==> src/common/serial_link_pkg.sv <==
//////////////////////////////
// Shared types and default parameter values for the serial link
// Modules take them in with a wildcard import in their header
//////////////////////////////

`default_nettype none

package serial_link_pkg;

  //////////////////////////////
  // Payload and FSM encodings
  //////////////////////////////

  // Kind of payload on the link
  typedef enum logic {
    TAG_DATA   = 1'b0,
    TAG_CREDIT = 1'b1
  } tag_e;

  // Data link transmit FSM
  typedef enum logic {
    LINK_IDLE = 1'b0,
    LINK_SEND = 1'b1
  } link_state_e;

  // Physical transmit FSM, one state per half of the forwarded clock
  typedef enum logic [1:0] {
    PHY_IDLE = 2'd0,
    PHY_LOW  = 2'd1,
    PHY_HIGH = 2'd2
  } phy_state_e;

  //////////////////////////////
  // Default parameters
  //////////////////////////////

  // User word width
  localparam int DefaultDataWidth = 16;
  // Lanes of the physical link
  localparam int DefaultNumLanes = 8;
  // Receive FIFO depth, also the initial credit count
  localparam int DefaultNumCredits = 8;
  // clk_i cycles per forwarded clock period, even and at least 6
  localparam int DefaultClkDiv = 8;

endpackage

`default_nettype wire
==> src/hw/serial_link.sv <==
//////////////////////////////
// Serial link top level with network, data link and physical layers
// Set the parameters here, they are passed down to each layer
//////////////////////////////

`timescale 1ns/1ps
`default_nettype none

module serial_link import serial_link_pkg::*; #(
  parameter int DataWidth  = DefaultDataWidth,
  parameter int NumLanes   = DefaultNumLanes,
  parameter int NumCredits = DefaultNumCredits,
  parameter int ClkDiv     = DefaultClkDiv
) (
  input  wire                  clk_i,
  input  wire                  rst_n_i,
  // User transmit stream
  input  wire  [DataWidth-1:0] tx_data_i,
  input  wire                  tx_valid_i,
  output logic                 tx_ready_o,
  // User receive stream
  output logic [DataWidth-1:0] rx_data_o,
  output logic                 rx_valid_o,
  input  wire                  rx_ready_i,
  // Link lines
  input  wire  [NumLanes-1:0]  ddr_i,
  output logic [NumLanes-1:0]  ddr_o,
  input  wire                  ddr_rcv_clk_i,
  output logic                 ddr_rcv_clk_o
);

  // Word, tag bit and credit field
  localparam int CreditWidth  = $clog2(NumCredits) + 1;
  localparam int PayloadWidth = DataWidth + 1 + CreditWidth;

  typedef logic [PayloadWidth-1:0] payload_t;
  typedef logic [NumLanes-1:0]     flit_t;

  payload_t tx_payload;
  payload_t rx_payload;
  logic     tx_payload_valid;
  logic     tx_payload_ready;
  logic     rx_payload_valid;

  flit_t    tx_flit;
  flit_t    rx_flit;
  logic     tx_flit_valid;
  logic     tx_flit_ready;
  logic     rx_flit_valid;

  //////////////////////////////
  // Network layer
  //////////////////////////////

  serial_link_network #(
    .DataWidth  ( DataWidth  ),
    .NumCredits ( NumCredits )
  ) i_network (
    .clk_i              ( clk_i            ),
    .rst_n_i            ( rst_n_i          ),
    .tx_data_i          ( tx_data_i        ),
    .tx_valid_i         ( tx_valid_i       ),
    .tx_ready_o         ( tx_ready_o       ),
    .rx_data_o          ( rx_data_o        ),
    .rx_valid_o         ( rx_valid_o       ),
    .rx_ready_i         ( rx_ready_i       ),
    .tx_payload_o       ( tx_payload       ),
    .tx_payload_valid_o ( tx_payload_valid ),
    .tx_payload_ready_i ( tx_payload_ready ),
    .rx_payload_i       ( rx_payload       ),
    .rx_payload_valid_i ( rx_payload_valid )
  );

  //////////////////////////////
  // Data link layer
  //////////////////////////////

  serial_link_data_link #(
    .NumLanes     ( NumLanes     ),
    .PayloadWidth ( PayloadWidth )
  ) i_data_link (
    .clk_i              ( clk_i            ),
    .rst_n_i            ( rst_n_i          ),
    .tx_payload_i       ( tx_payload       ),
    .tx_payload_valid_i ( tx_payload_valid ),
    .tx_payload_ready_o ( tx_payload_ready ),
    .rx_payload_o       ( rx_payload       ),
    .rx_payload_valid_o ( rx_payload_valid ),
    .tx_flit_o          ( tx_flit          ),
    .tx_flit_valid_o    ( tx_flit_valid    ),
    .tx_flit_ready_i    ( tx_flit_ready    ),
    .rx_flit_i          ( rx_flit          ),
    .rx_flit_valid_i    ( rx_flit_valid    )
  );

  //////////////////////////////
  // Physical layer
  //////////////////////////////

  serial_link_physical #(
    .NumLanes ( NumLanes ),
    .ClkDiv   ( ClkDiv   )
  ) i_physical (
    .clk_i           ( clk_i         ),
    .rst_n_i         ( rst_n_i       ),
    .tx_flit_i       ( tx_flit       ),
    .tx_flit_valid_i ( tx_flit_valid ),
    .tx_flit_ready_o ( tx_flit_ready ),
    .rx_flit_o       ( rx_flit       ),
    .rx_flit_valid_o ( rx_flit_valid ),
    .ddr_i           ( ddr_i         ),
    .ddr_o           ( ddr_o         ),
    .ddr_rcv_clk_i   ( ddr_rcv_clk_i ),
    .ddr_rcv_clk_o   ( ddr_rcv_clk_o )
  );

endmodule

`default_nettype wire

==> src/physical/serial_link_physical.sv <==
//////////////////////////////
// Physical layer with a forwarded clock, one clock period per flit
// The receiver synchronizes clock and lanes to clk_i
//////////////////////////////

`timescale 1ns/1ps
`default_nettype none

module serial_link_physical import serial_link_pkg::*; #(
  parameter int NumLanes = DefaultNumLanes,
  parameter int ClkDiv   = DefaultClkDiv
) (
  input  wire                 clk_i,
  input  wire                 rst_n_i,
  input  wire  [NumLanes-1:0] tx_flit_i,
  input  wire                 tx_flit_valid_i,
  output logic                tx_flit_ready_o,
  output logic [NumLanes-1:0] rx_flit_o,
  output logic                rx_flit_valid_o,
  input  wire  [NumLanes-1:0] ddr_i,
  output logic [NumLanes-1:0] ddr_o,
  input  wire                 ddr_rcv_clk_i,
  output logic                ddr_rcv_clk_o
);

  localparam int HalfDiv  = ClkDiv / 2;
  localparam int CntWidth = $clog2(HalfDiv);

  typedef logic [NumLanes-1:0] flit_t;
  typedef logic [CntWidth-1:0] div_cnt_t;

  phy_state_e state_q;
  div_cnt_t   div_cnt_q;

  logic  clk_meta_q;
  logic  clk_sync_q;
  logic  clk_prev_q;
  flit_t data_meta_q;
  flit_t data_sync_q;
  logic  rx_edge;

  //////////////////////////////
  // Transmit
  //////////////////////////////

  // The idle cycle counts toward the period, so a flit takes ClkDiv cycles
  assign tx_flit_ready_o = (state_q == PHY_IDLE);

  always_ff @(posedge clk_i or negedge rst_n_i) begin
    if (!rst_n_i) begin
      state_q       <= PHY_IDLE;
      div_cnt_q     <= '0;
      ddr_o         <= '0;
      ddr_rcv_clk_o <= 1'b0;
    end else begin
      case (state_q)
        PHY_IDLE: begin
          if (tx_flit_valid_i) begin
            ddr_o     <= tx_flit_i;
            div_cnt_q <= '0;
            state_q   <= PHY_LOW;
          end
        end
        // Data settles for a half period before the rising edge
        PHY_LOW: begin
          if (div_cnt_q == div_cnt_t'(HalfDiv - 1)) begin
            ddr_rcv_clk_o <= 1'b1;
            div_cnt_q     <= '0;
            state_q       <= PHY_HIGH;
          end else begin
            div_cnt_q <= div_cnt_q + div_cnt_t'(1);
          end
        end
        PHY_HIGH: begin
          if (div_cnt_q == div_cnt_t'(HalfDiv - 2)) begin
            ddr_rcv_clk_o <= 1'b0;
            state_q       <= PHY_IDLE;
          end else begin
            div_cnt_q <= div_cnt_q + div_cnt_t'(1);
          end
        end
        default: state_q <= PHY_IDLE;
      endcase
    end
  end

  //////////////////////////////
  // Receive
  //////////////////////////////

  assign rx_edge = clk_sync_q && !clk_prev_q;

  always_ff @(posedge clk_i or negedge rst_n_i) begin
    if (!rst_n_i) begin
      clk_meta_q      <= 1'b0;
      clk_sync_q      <= 1'b0;
      clk_prev_q      <= 1'b0;
      rx_flit_valid_o <= 1'b0;
    end else begin
      clk_meta_q      <= ddr_rcv_clk_i;
      clk_sync_q      <= clk_meta_q;
      clk_prev_q      <= clk_sync_q;
      rx_flit_valid_o <= rx_edge;
    end
  end

  // Lanes take the same two stages as the clock
  always_ff @(posedge clk_i) begin
    data_meta_q <= ddr_i;
    data_sync_q <= data_meta_q;
    if (rx_edge) begin
      rx_flit_o <= data_sync_q;
    end
  end

endmodule

`default_nettype wire

==> src/data_link/serial_link_data_link.sv <==
//////////////////////////////
// Data link layer, payloads to lane-wide flits and back
// Flits go out lowest lanes first, the last one zero padded
//////////////////////////////

`timescale 1ns/1ps
`default_nettype none

module serial_link_data_link import serial_link_pkg::*; #(
  parameter int NumLanes     = DefaultNumLanes,
  parameter int PayloadWidth = DefaultDataWidth + $clog2(DefaultNumCredits) + 2
) (
  input  wire                     clk_i,
  input  wire                     rst_n_i,
  input  wire  [PayloadWidth-1:0] tx_payload_i,
  input  wire                     tx_payload_valid_i,
  output logic                    tx_payload_ready_o,
  output logic [PayloadWidth-1:0] rx_payload_o,
  output logic                    rx_payload_valid_o,
  output logic [NumLanes-1:0]     tx_flit_o,
  output logic                    tx_flit_valid_o,
  input  wire                     tx_flit_ready_i,
  input  wire  [NumLanes-1:0]     rx_flit_i,
  input  wire                     rx_flit_valid_i
);

  localparam int NumFlits    = (PayloadWidth + NumLanes - 1) / NumLanes;
  localparam int PaddedWidth = NumFlits * NumLanes;
  localparam int CntWidth    = (NumFlits > 1) ? $clog2(NumFlits) : 1;

  typedef logic [PayloadWidth-1:0] payload_t;
  typedef logic [NumLanes-1:0]     flit_t;
  typedef logic [PaddedWidth-1:0]  padded_t;
  typedef logic [CntWidth-1:0]     cnt_t;

  link_state_e state_q;
  padded_t     tx_shift_q;
  padded_t     rx_shift_q;
  cnt_t        tx_cnt_q;
  cnt_t        rx_cnt_q;
  logic        tx_last;
  logic        rx_last;

  //////////////////////////////
  // Transmit
  //////////////////////////////

  assign tx_payload_ready_o = (state_q == LINK_IDLE);
  assign tx_flit_valid_o    = (state_q == LINK_SEND);
  assign tx_flit_o          = flit_t'(tx_shift_q[NumLanes-1:0]);
  assign tx_last            = (tx_cnt_q == cnt_t'(NumFlits - 1));

  always_ff @(posedge clk_i or negedge rst_n_i) begin
    if (!rst_n_i) begin
      state_q  <= LINK_IDLE;
      tx_cnt_q <= '0;
    end else begin
      case (state_q)
        LINK_IDLE: begin
          if (tx_payload_valid_i) begin
            state_q  <= LINK_SEND;
            tx_cnt_q <= '0;
          end
        end
        LINK_SEND: begin
          if (tx_flit_ready_i) begin
            tx_cnt_q <= tx_cnt_q + cnt_t'(1);
            if (tx_last) begin
              state_q <= LINK_IDLE;
            end
          end
        end
        default: state_q <= LINK_IDLE;
      endcase
    end
  end

  always_ff @(posedge clk_i) begin
    if (tx_payload_valid_i && tx_payload_ready_o) begin
      tx_shift_q <= padded_t'(tx_payload_i);
    end else if (tx_flit_valid_o && tx_flit_ready_i) begin
      tx_shift_q <= tx_shift_q >> NumLanes;
    end
  end

  //////////////////////////////
  // Receive
  //////////////////////////////

  // New flits enter at the top, so the first one ends up at the bottom
  assign rx_last      = (rx_cnt_q == cnt_t'(NumFlits - 1));
  assign rx_payload_o = payload_t'(rx_shift_q[PayloadWidth-1:0]);

  always_ff @(posedge clk_i or negedge rst_n_i) begin
    if (!rst_n_i) begin
      rx_cnt_q           <= '0;
      rx_payload_valid_o <= 1'b0;
    end else begin
      rx_payload_valid_o <= rx_flit_valid_i && rx_last;
      if (rx_flit_valid_i) begin
        rx_cnt_q <= rx_last ? '0 : rx_cnt_q + cnt_t'(1);
      end
    end
  end

  always_ff @(posedge clk_i) begin
    if (rx_flit_valid_i) begin
      rx_shift_q <= (rx_shift_q >> NumLanes)
                  | (padded_t'(rx_flit_i) << (PaddedWidth - NumLanes));
    end
  end

endmodule

`default_nettype wire

==> src/network/serial_link_network.sv <==
//////////////////////////////
// Network layer with credit based flow control
// Packs user words and returned credits into payloads and unpacks them
//////////////////////////////

`timescale 1ns/1ps
`default_nettype none

module serial_link_network import serial_link_pkg::*; #(
  parameter int DataWidth    = DefaultDataWidth,
  parameter int NumCredits   = DefaultNumCredits,
  localparam int CreditWidth  = $clog2(NumCredits) + 1,
  localparam int PayloadWidth = DataWidth + 1 + CreditWidth
) (
  input  wire                     clk_i,
  input  wire                     rst_n_i,
  input  wire  [DataWidth-1:0]    tx_data_i,
  input  wire                     tx_valid_i,
  output logic                    tx_ready_o,
  output logic [DataWidth-1:0]    rx_data_o,
  output logic                    rx_valid_o,
  input  wire                     rx_ready_i,
  output logic [PayloadWidth-1:0] tx_payload_o,
  output logic                    tx_payload_valid_o,
  input  wire                     tx_payload_ready_i,
  input  wire  [PayloadWidth-1:0] rx_payload_i,
  input  wire                     rx_payload_valid_i
);

  typedef logic [DataWidth-1:0]   word_t;
  typedef logic [CreditWidth-1:0] credit_t;

  word_t   word_q;
  logic    word_valid_q;
  logic    word_take;
  credit_t credit_q;
  credit_t credit_d;
  credit_t pending_q;
  credit_t pending_d;
  tag_e    tx_tag;
  logic    tx_fire;
  logic    data_sent;

  word_t   rx_word;
  tag_e    rx_tag;
  credit_t rx_credit;
  logic    push;
  logic    pop;

  //////////////////////////////
  // Transmit side
  //////////////////////////////

  assign tx_ready_o = !word_valid_q && (credit_q != '0);
  assign word_take  = tx_valid_i && tx_ready_o;

  // A waiting word wins, otherwise a credit-only payload
  assign tx_tag             = word_valid_q ? TAG_DATA : TAG_CREDIT;
  assign tx_payload_valid_o = word_valid_q || (pending_q != '0);
  assign tx_payload_o       = {word_q, tx_tag, pending_q};
  assign tx_fire            = tx_payload_valid_o && tx_payload_ready_i;
  assign data_sent          = tx_fire && (tx_tag == TAG_DATA);

  //////////////////////////////
  // Receive side
  //////////////////////////////

  assign rx_word   = rx_payload_i[PayloadWidth-1 -: DataWidth];
  assign rx_tag    = tag_e'(rx_payload_i[CreditWidth]);
  assign rx_credit = rx_payload_i[CreditWidth-1:0];
  assign push      = rx_payload_valid_i && (rx_tag == TAG_DATA);
  assign pop       = rx_valid_o && rx_ready_i;

  always_comb begin
    credit_d = credit_q;
    if (data_sent) begin
      credit_d = credit_d - credit_t'(1);
    end
    if (rx_payload_valid_i) begin
      credit_d = credit_d + rx_credit;
    end
  end

  // Every outgoing payload hands back all pending credits
  assign pending_d = (tx_fire ? '0 : pending_q) + credit_t'(pop);

  always_ff @(posedge clk_i or negedge rst_n_i) begin
    if (!rst_n_i) begin
      word_valid_q <= 1'b0;
      credit_q     <= credit_t'(NumCredits);
      pending_q    <= '0;
    end else begin
      credit_q  <= credit_d;
      pending_q <= pending_d;
      if (word_take) begin
        word_valid_q <= 1'b1;
      end else if (data_sent) begin
        word_valid_q <= 1'b0;
      end
    end
  end

  always_ff @(posedge clk_i) begin
    if (word_take) begin
      word_q <= tx_data_i;
    end
  end

  serial_link_recv_fifo #(
    .DataWidth  ( DataWidth  ),
    .NumCredits ( NumCredits )
  ) i_recv_fifo (
    .clk_i       ( clk_i      ),
    .rst_n_i     ( rst_n_i    ),
    .push_i      ( push       ),
    .push_data_i ( rx_word    ),
    .pop_data_o  ( rx_data_o  ),
    .pop_valid_o ( rx_valid_o ),
    .pop_ready_i ( rx_ready_i )
  );

endmodule

`default_nettype wire

==> src/network/serial_link_recv_fifo.sv <==
//////////////////////////////
// Receive FIFO for data words, one slot per credit
//////////////////////////////

`timescale 1ns/1ps
`default_nettype none

module serial_link_recv_fifo import serial_link_pkg::*; #(
  parameter int DataWidth  = DefaultDataWidth,
  parameter int NumCredits = DefaultNumCredits
) (
  input  wire                  clk_i,
  input  wire                  rst_n_i,
  input  wire                  push_i,
  input  wire  [DataWidth-1:0] push_data_i,
  output logic [DataWidth-1:0] pop_data_o,
  output logic                 pop_valid_o,
  input  wire                  pop_ready_i
);

  localparam int PtrWidth = (NumCredits > 1) ? $clog2(NumCredits) : 1;
  localparam int CntWidth = $clog2(NumCredits + 1);

  typedef logic [DataWidth-1:0] word_t;
  typedef logic [PtrWidth-1:0]  ptr_t;
  typedef logic [CntWidth-1:0]  cnt_t;

  word_t mem_q [NumCredits];
  ptr_t  wr_ptr_q;
  ptr_t  rd_ptr_q;
  cnt_t  count_q;
  logic  pop;

  // Pointers wrap at the depth, which need not be a power of two
  function automatic ptr_t next_ptr(ptr_t ptr);
    return (ptr == ptr_t'(NumCredits - 1)) ? '0 : ptr + ptr_t'(1);
  endfunction

  assign pop_valid_o = (count_q != '0);
  assign pop_data_o  = mem_q[rd_ptr_q];
  assign pop         = pop_valid_o && pop_ready_i;

  always_ff @(posedge clk_i or negedge rst_n_i) begin
    if (!rst_n_i) begin
      wr_ptr_q <= '0;
      rd_ptr_q <= '0;
      count_q  <= '0;
    end else begin
      if (push_i) begin
        wr_ptr_q <= next_ptr(wr_ptr_q);
      end
      if (pop) begin
        rd_ptr_q <= next_ptr(rd_ptr_q);
      end
      count_q <= count_q + cnt_t'(push_i) - cnt_t'(pop);
    end
  end

  always_ff @(posedge clk_i) begin
    if (push_i) begin
      mem_q[wr_ptr_q] <= push_data_i;
    end
  end

endmodule

`default_nettype wire

==> config.mk <==
export PLATFORM = sky130hd
export DESIGN_NAME = serial_link
export DESIGN_NICKNAME = d
export VERILOG_FILES = /design/src/common/serial_link_pkg.sv /design/src/hw/serial_link.sv /design/src/physical/serial_link_physical.sv /design/src/data_link/serial_link_data_link.sv /design/src/network/serial_link_network.sv /design/src/network/serial_link_recv_fifo.sv
export SDC_FILE = /design/constraint.sdc
export NUM_CORES = 1
export LEC_CHECK = 0
export ABC_AREA = 1
export ABC_CLOCK_PERIOD_IN_PS = 2800
export BUFFER_PORTS_ARGS = -buffer_cell sky130_fd_sc_hd__buf_2
export CAP_MARGIN = 20
export CORE_MARGIN = 5
export CORE_UTILIZATION = 60
export CTS_BUF_LIST = sky130_fd_sc_hd__clkbuf_8
export CTS_CLUSTER_DIAMETER = 40
export DETAILED_ROUTE_END_ITERATION = 16
export PLACE_DENSITY = 0.79
export SYNTH_ARGS = -nofsm -noshare
export SYNTH_HDL_FRONTEND = slang
export SYNTH_SLANG_ARGS = --single-unit
==> constraint.sdc <==
create_clock -name clk_i -period 2.8 [get_ports clk_i]
set_clock_uncertainty 0.05 [all_clocks]
set_input_delay 0.56 -clock clk_i [delete_from_list [all_inputs] [get_ports clk_i]]
set_output_delay 0.56 -clock clk_i [all_outputs]
set_load 0.02 [all_outputs]
==> flow_summary.toml, run 1 <==
[route]
first_pass_iters = 5
viasPerCell = 5.27
vias = 5867
drt_iter0_markers = 411
top_layer = "met4"
wl_met1_um = 7220
ant_nets = 0
wl_per_cell_um = 15.9
wirelength_um = 17700
drc_errors = 0
route.met2.wl_um = 9090
met3WireLength_um = 997

[setup_path]
path_buf_inv = 3
crit_required_ps = 2190
crit_chain = "inv_4 -> buf_12 -> nor2_1 -> o21ai_0 -> nand2_1 -> nand2_1 -> buf_2"
slowest_stage = "dfrtp_1"
cp_slowest_stage_delay_ps = 430
crit_family = "buffers and inverters"
path_class = "reg -> out"
crit_top_cell = "nand2_1"
cp-end-kind = "output port"
critPathArrivalTime_ps = 2040
startpoint_type = "flop"
crit_fanout = 45

[floorplanning]
initial_core_util_pct = 61.7
coreArea_sq_um = 16000
io_pins = 56
num_rows = 46
die_w_um = 138
dieArea_sq_um = 19100
die_h_um = 138

[timing]
slew-limit-headroom_pct = 40.8
fmax_mhz = 378
tightest_slew_ps = 886
min_period_ps = 2650
fin_setup_tns_ps = 0
setup-violations-final = 0
fin_crit_sh_pct = 94.5
hold_slack_ps = -1.05
drv_slew = 0
hold_viol_final = 9
rsz0062_at_grt = "no"

[yosys]
netlist_top_cells_area = "edfxtp_1 (60%), dfrtp_1 (10%), nand2_1 (4.9%), nor2_1 (4.6%), o21ai_0 (4.5%)"
synth_adder_area_share_pct = 3.20
synth-simple-area-share_pct = 10.7
yosysMostFrequentCell = "edfxtp_1"
syn_nets = 837
synthMuxAreaShare_pct = 0
yosys_most_used_dff = "edfxtp_1"
netlist_instances = 784
syn_avg_cell_area_sq_um = 12.6
async_flop_share_pct = 16.5
synth_area_leader_cell = "edfxtp_1"
synth_warnings = 0
ys_types = 33
synth_seq_cells = 255
synthTopCellsByCount = "edfxtp_1 (197), nand2_1 (128), nor2_1 (120)"
synth_area_sq_um = 9870
synth-xor-area-share_pct = 0.533
synth.top_cell.area_share_pct = 60.0
synth_top_family_by_area = "simple AND/OR/NAND/NOR gates"
yosysSeqAreaShare_pct = 73.9
synth_compound_area_share_pct = 7.28
synth-edff-count = 197

[global_route]
grt_pass1_vias = 5799
grt_overflow = 0
grt_pass1_wl_um = 29100
grt_antenna_before_repair = 0
track_usage_pct = 18.7
grt_max_degree = 67

[place]
hpwlAfterDp_um = 10500
port_buffers = 55
gp_congestion = 0.811

[clock_network]
numCtsBuffers = 40
clock_sinks = 255
clk_latency_ps = 530
root_buffer = "clkbuf_8"
clock_path_buffers = 3
cts_hold_buf = 0
clk_pin_slew_ps = 60
htreeDepth = 2
cts_tree = "built"

[layout]
fill_cells = 1096
fin_nets = 920
drive_gt1_share_pct = 14.8
fin_util_pct = 69.6
diodes = 0
area_growth_pct = 12.9

[min_path]
hold_path_class = "in -> async"

[flow_run]
timing.max_cap.violations = 0

[run_status]
violations = "negative hold slack"
status = "finished with violations"

[pwr]
p_leak_nw = 4.47
power_density_nw_per_um2 = 906
peakVddDrop_v = 0.000716
[cells by family after synthesis]
family	count (synthesis)
xor+xnor	6
flops	255
compound gates	136
fa+ha+maj	24
simple gates	269
buf+inv	94
[worst register-to-register path, stage by stage, from the launching register on]
cell,delay (ps)
dfrtp_1,410
inv_1,120
ha_1,220
nand2_1,250
nand2_1,750
[through the flow]
stage	worst slack (ps)	instances	power, mW	instance area [sq um]	hold WS, ps
after global routing	2.94	1113	10.7	11100	6.30
after global placement	628	1040	7.11	10300	260
after floorplan	637	784	6.55	9870	214
final	154	1113	10.1	11100	-1.05
after detailed placement	556	1040	7.25	10300	262
after CTS	66.4	1112	10.2	11100	45.3
[layout make-up]
| cell class | count | area [sq um] | area share (%) |
|---|---|---|---|
| clock buffers | 44 | 606 | 5.44 |
| clock inverters | 28 | 144 | 1.29 |
| inverters | 65 | 246 | 2.21 |
| flip-flops and latches | 255 | 7290 | 65.4 |
| repair buffers | 70 | 445 | 4.00 |
| multi-input cells | 435 | 2140 | 19.2 |
| well taps | 216 | 270 | 2.43 |
[cells in the final DEF, fill, tap and decap left out, types with 9 or more instances in the layout]
master and count:
o21ai_0 89, nor2_1 120, clkbuf_8 44, inv_1 77, buf_4 11, edfxtp_1 197
dfxtp_1 16, dfrtp_1 41, a21oi_1 9, o21ai_1 29, buf_2 55, ha_1 22
nand3_1 15, nand2_1 128
[flip-flops by register name (all words and copies together) (netlist names), 8 cells and up]
| name | flops |
|---|---|
| i_data_link.tx_shift_q | 21 |
| i_physical.data_sync_q | 8 |
| i_data_link.rx_shift_q | 24 |
| i_physical.ddr_o | 8 |
| i_network.i_recv_fifo.mem_q | 128 |
| i_network.word_q | 16 |
| i_physical.data_meta_q | 8 |
| i_physical.rx_flit_o | 8 |
[layer usage]
metal	vias to the layer above	global-route usage, %
met4	0	6.19
met1	2823	24.1
met5	-	0
met2	169	31.8
met3	36	4.28
li1	2839	-
[where the power goes]
part | switching [mW] | leakage [nW] | total (mW) | internal (mW)
clock | 1.32 | 0.442 | 2.86 | 1.54
sequential | 0.160 | 2.45 | 4.52 | 4.36
combinational | 1.81 | 1.58 | 2.72 | 0.904
[worst paths after layout]
path | start | to | slack, ps | cells past startpoint
max reg2reg | i_physical.state_q[1] | i_data_link.tx_shift_q[17] | 620 | 4
max | i_network.i_recv_fifo.rd_ptr_q[0] | rx_data_o[12] | 150 | 7
min in group clk_i | ddr_i[5] | i_physical.data_meta_q[5] | 90 | 1
min reg2reg | i_physical.data_meta_q[6] | i_physical.data_sync_q[6] | 280 | 0
min | rst_n_i | i_network.pending_q[0] | -1 | 1
max in group asynchronous | rst_n_i | i_network.i_recv_fifo.rd_ptr_q[0] | 2200 | 2
[what timing repair did]
action | in CTS | in global routing
resized for setup | 1 | 5
buffers inserted | 0 | 0
endpoints found under the setup margin | 3 | 4
(Power assumes the default switching activity.)
==> run 2, diff against run 1 <==
--- a/config.mk
+++ b/config.mk
@@ -14,7 +14,7 @@
 export CTS_BUF_LIST = sky130_fd_sc_hd__clkbuf_8
 export CTS_CLUSTER_DIAMETER = 40
 export DETAILED_ROUTE_END_ITERATION = 16
-export PLACE_DENSITY = 0.79
+export PLACE_DENSITY_LB_ADDON = 0.08
 export SYNTH_ARGS = -nofsm -noshare
 export SYNTH_HDL_FRONTEND = slang
 export SYNTH_SLANG_ARGS = --single-unit
==> run 2 against run 1 <==
Compared with the run above: the flow now finishes without violations; final area rose by 0.94%; non-clock buffer count rose by 5; via count rose by 0.99%; first-iteration DRC count rose by 20%; sequential power barely moved; total power rose by 2.8%; hold slack improved by 83 ps; clock power rose by 10%; wire length rose by 4.0%; critical path depth did not move; critical path type unchanged; largest cell class unchanged.
==> flow_summary.toml, run 2 (synthesized netlist as in run 1, its figures left out) <==
[layout]
fill_cells = 1128
finish.instance_area_sq_um = 11200
layout_commonest_cell = "edfxtp_1"
fin_nets = 926
register_area_sq_um = 7290
reg.largest.list = "i_network.i_recv_fifo.mem_q x128, i_data_link.rx_shift_q x24, i_data_link.tx_shift_q x21"
final_cell_mix = "edfxtp_1 (197), nand2_1 (128), nor2_1 (120)"
area_growth_pct = 14.0
largest_reg_flops = 128
largest_register = "i_network.i_recv_fifo.mem_q"
diodes = 0
multi_input_area_sq_um = 2140
drive_gt1_share_pct = 16.0

[place]
dp_worst_setup_slack_ps = 610
hpwlAfterDp_um = 10900
gp_congestion = 0.797
place_area_sq_um = 10400
port_buffers = 55

[setup_path]
startpoint_type = "flop"
crit_fanout = 36
crit_required_ps = 2190
path_class = "reg -> out"
critPathArrivalTime_ps = 2070
cp-end-kind = "output port"

[clock_network]
clock_sinks = 255
numCtsBuffers = 41
clk_latency_ps = 530
cts_tree = "built"
htreeDepth = 2
root_buffer = "clkbuf_8"
clk_pin_slew_ps = 60
clock_path_buffers = 3

[pwr]
peakVddDrop_v = 0.000782
power_density_nw_per_um2 = 923
power.total_mw = 10.4
p_leak_nw = 4.52

[floorplanning]
initial_core_util_pct = 61.7
die_h_um = 138
dieArea_sq_um = 19100
num_rows = 46
io_pins = 56
coreArea_sq_um = 16000
die_w_um = 138

[timing]
fin_crit_sh_pct = 95.6
fin_setup_tns_ps = 0
rsz0062_at_grt = "yes"
setup-violations-final = 0
tightest_slew_ps = 714
hold_viol_final = 0
drv_slew = 0
fmax_mhz = 374
slew-limit-headroom_pct = 52.2
setup_slack_ps = 123
min_period_ps = 2680

[run_status]
status = "finished, final reports clean"

[global_route]
grt_overflow = 0
grt_antenna_before_repair = 0
grt_max_degree = 67
grt_pass1_wl_um = 29500
grt_pass1_vias = 5912
track_usage_pct = 19.2

[route]
drc_errors = 0
drt_iter0_markers = 494
viasPerCell = 5.29
vias = 5925
wl_per_cell_um = 16.4
ant_nets = 0
first_pass_iters = 5
wirelength_um = 18400

[flow_run]
timing.max_cap.violations = 0

[min_path]
hold_path_class = "in -> reg"
-- run 2: cell count changes in the layout (fill, tap and decap cells not counted), moves of 2 or more --
| cell | before | now |
|---|---|---|
| buf_4 | 11 | 16 |
| clkbuf_8 | 44 | 52 |
| clkinv_1 | 7 | 4 |
| inv_1 | 77 | 75 |
-- run 2: where the power goes --
part           switching [mW]  internal [mW]
sequential              0.169           4.36
clock                    1.39           1.77
combinational            1.80          0.892
total                    3.36           7.02
-- run 2: path summary, 6_finish.rpt --
path	from	end	slack (ps)	depth (start not counted)
max in group asynchronous	rst_n_i	i_network.credit_q[3]	1850	3
min in group asynchronous	rst_n_i	i_physical.rx_flit_valid_o	340	2
hold reg to reg	i_physical.data_meta_q[5]	i_physical.data_sync_q[5]	280	0
setup reg to reg	i_network.i_recv_fifo.count_q[2]	i_network.i_recv_fifo.count_q[2]	600	11
hold / removal	ddr_i[4]	i_physical.data_meta_q[4]	80	1
setup / recovery	i_network.i_recv_fifo.rd_ptr_q[0]	rx_data_o[7]	120	7
-- run 2: per-layer routing --
layer | global-route usage (%) | up-vias | routed length [um]
li1 | - | 2856 | -
met1 | 27.1 | 2870 | 8290
met2 | 30.1 | 170 | 8770
met3 | 3.62 | 29 | 993
met4 | 7.23 | 0 | 337
met5 | 0 | - | 0
-- run 2: cell type report --
cell class	count	area share [%]
clock buffers	52	6.37
clock inverters	23	1.16
inverters	65	2.17
multi-input cells	435	19.0
flip-flops and latches	255	64.8
well taps	216	2.40
repair buffers	75	4.06
-- run 2: critical path, stage by stage (launching register included) --
cell	delay [ps]
dfrtp_1	470
inv_2	90
buf_4	340
o21ai_0	160
o21ai_1	90
nand2_1	60
nand2_1	130
buf_2	190
-- run 2: what timing repair did --
action / in CTS / in global routing
hold buffers: 0 / 1
endpoints found under the hold margin: 0 / 5
endpoints found under the setup margin: 0 / 2
setup buffers: 0 / 0
gates resized for setup: 0 / 1
-- run 2: per-stage QoR --
step,instances,util (%),hold WS [ps]
final,1121,70.3,82.3
after global routing,1121,70.3,54.1
after CTS,1119,70.1,48.7
after detailed placement,1044,64.8,266
after global placement,1044,64.8,265
after floorplan,784,-,214
==> run 3, diff against run 2 <==
--- a/config.mk
+++ b/config.mk
@@ -14,7 +14,8 @@
 export CTS_BUF_LIST = sky130_fd_sc_hd__clkbuf_8
 export CTS_CLUSTER_DIAMETER = 40
 export DETAILED_ROUTE_END_ITERATION = 16
-export PLACE_DENSITY_LB_ADDON = 0.08
+export PLACE_DENSITY = 0.88
+export RECOVER_POWER = 25
 export SYNTH_ARGS = -nofsm -noshare
 export SYNTH_HDL_FRONTEND = slang
 export SYNTH_SLANG_ARGS = --single-unit
==> run 3 against run 2 <==
Compared with the run above: critical path depth shrank 3; wire length increased by 1.3%; global-route usage increased by 0.44 points; cell count is 0.36% higher; die area did not move; first-iteration DRC count is 2.8% higher; hold slack worse by 9.9 ps; final area decreased by 0.62%; clock power is 8.5% lower; via count grew 1.5%.
==> flow_summary.toml, run 3 (synthesized netlist as in run 1, its figures left out) <==
[clock_network]
clock_path_buffers = 3
numCtsBuffers = 40
root_buffer = "clkbuf_8"
htreeDepth = 2
clock_sinks = 255
clk_pin_slew_ps = 60
clk_latency_ps = 530
cts_tree = "built"

[min_path]
hp-start = "ddr_i[2]"
hold_path_class = "in -> reg"

[floorplanning]
num_rows = 46
dieArea_sq_um = 19100
die_h_um = 138
io_pins = 56
coreArea_sq_um = 16000
initial_core_util_pct = 61.7
die_w_um = 138

[timing]
min_period_ps = 2640
slew-limit-headroom_pct = 54.2
setup-violations-final = 0
setup_slack_ps = 156
tightest_slew_ps = 683
fin_setup_tns_ps = 0
fmax_mhz = 378
fin_crit_sh_pct = 94.4
hold_viol_final = 0
drv_slew = 0
rsz0062_at_grt = "no"

[pwr]
p_leak_nw = 4.53
power_density_nw_per_um2 = 911
peakVddDrop_v = 0.000544

[setup_path]
cp-end-kind = "output port"
slowest_stage = "clkinv_1"
startpoint_type = "flop"
crit_chain = "clkinv_1 -> nand2_1 -> nand2_1 -> buf_2"
crit_top_cell = "nand2_1"
reg2reg_from = "i_network.i_recv_fifo.count_q[2]"
startpoint = "i_network.i_recv_fifo.rd_ptr_q[2]"
critPathArrivalTime_ps = 2030
crit_required_ps = 2190
crit_family = "buffers and inverters"
path_buf_inv = 2
cp_slowest_stage_delay_ps = 550
path_class = "reg -> out"
crit_fanout = 17

[route]
drt_iter0_markers = 508
ant_nets = 0
viasPerCell = 5.35
wirelength_um = 18600
wl_per_cell_um = 16.6
drc_errors = 0
first_pass_iters = 5
vias = 6015

[place]
place_area_sq_um = 10400
gp_congestion = 0.823
port_buffers = 55
dp_worst_setup_slack_ps = 622
hpwlAfterDp_um = 11100

[layout]
final_cell_mix = "edfxtp_1 (197), nand2_1 (128), nor2_1 (120)"
fill_cells = 1040
layout_commonest_cell = "edfxtp_1"
largest_reg_flops = 128
diodes = 0
finish.instance_area_sq_um = 11200
drive_gt1_share_pct = 15.3
area_growth_pct = 13.2
reg.largest.list = "i_network.i_recv_fifo.mem_q x128, i_data_link.rx_shift_q x24, i_data_link.tx_shift_q x21"
largest_register = "i_network.i_recv_fifo.mem_q"
fin_nets = 930

[global_route]
grt_max_degree = 46
grt_antenna_before_repair = 0
track_usage_pct = 19.6
grt_overflow = 0
grt_pass1_vias = 6045
grt_pass1_wl_um = 30100

[flow_run]
timing.max_cap.violations = 0

[run_status]
status = "finished, final reports clean"
-- run 3: area by class of cell --
cell class | instances | area [sq um] | area share (%)
Timing Repair Buffer | 80 | 480 | 4.30
Clock inverter | 33 | 188 | 1.68
Inverter | 65 | 244 | 2.18
Multi-Input combinational cell | 435 | 2140 | 19.1
Clock buffer | 41 | 564 | 5.05
Tap cell | 216 | 270 | 2.42
Sequential cell | 255 | 7290 | 65.2
-- run 3: layer usage --
layer	global-route usage, %	wire length [um]	up-vias
met5	0	0	-
met4	8.58	564	0
met3	4.66	1340	52
met2	33.3	9550	253
met1	24.2	7190	2847
li1	-	-	2863
-- run 3: report_power, final --
part	internal (mW)	switching, mW
logic	0.889	1.87
clock network	1.55	1.34
registers	4.36	0.161
total	6.80	3.38
-- run 3: through the flow --
stage	power [mW]	utilization (%)	hold slack (ps)	cells
finish	10.2	69.8	72.4	1125
global route	10.8	69.8	33.8	1125
CTS	10.2	69.6	42.2	1123
detailed placement	7.29	64.9	262	1049
global placement	7.13	64.9	260	1049
floorplan	6.55	-	214	784
-- run 3: what timing repair did --
| action | 4_1_cts | 5_1_grt |
|---|---|---|
| endpoints found under the hold margin | 0 | 7 |
| gates resized for setup | 0 | 1 |
| buffers inserted | 0 | 0 |
| setup endpoints to repair | 0 | 1 |
| hold buffers | 0 | 1 |
-- run 3: final timing paths --
path | cells past startpoint | end | slack, ps
max | 4 | rx_data_o[6] | 160
min | 1 | i_physical.data_meta_q[2] | 70
max reg2reg | 11 | i_network.i_recv_fifo.count_q[2] | 590
min reg2reg | 0 | i_physical.data_sync_q[0] | 270
max in group asynchronous | 3 | i_network.credit_q[3] | 1550
min in group asynchronous | 2 | i_data_link.tx_cnt_q[1] | 500
-- run 3: worst reg2reg max path, delay by kind of cell, from the launching register on --
family | cells | cell delay, ps
adder cells (fa/ha/maj) | 4 | 980
flip-flops | 1 | 360
buffers and inverters | 4 | 320
AND/OR/NAND/NOR | 2 | 210
XOR/XNOR | 1 | 200
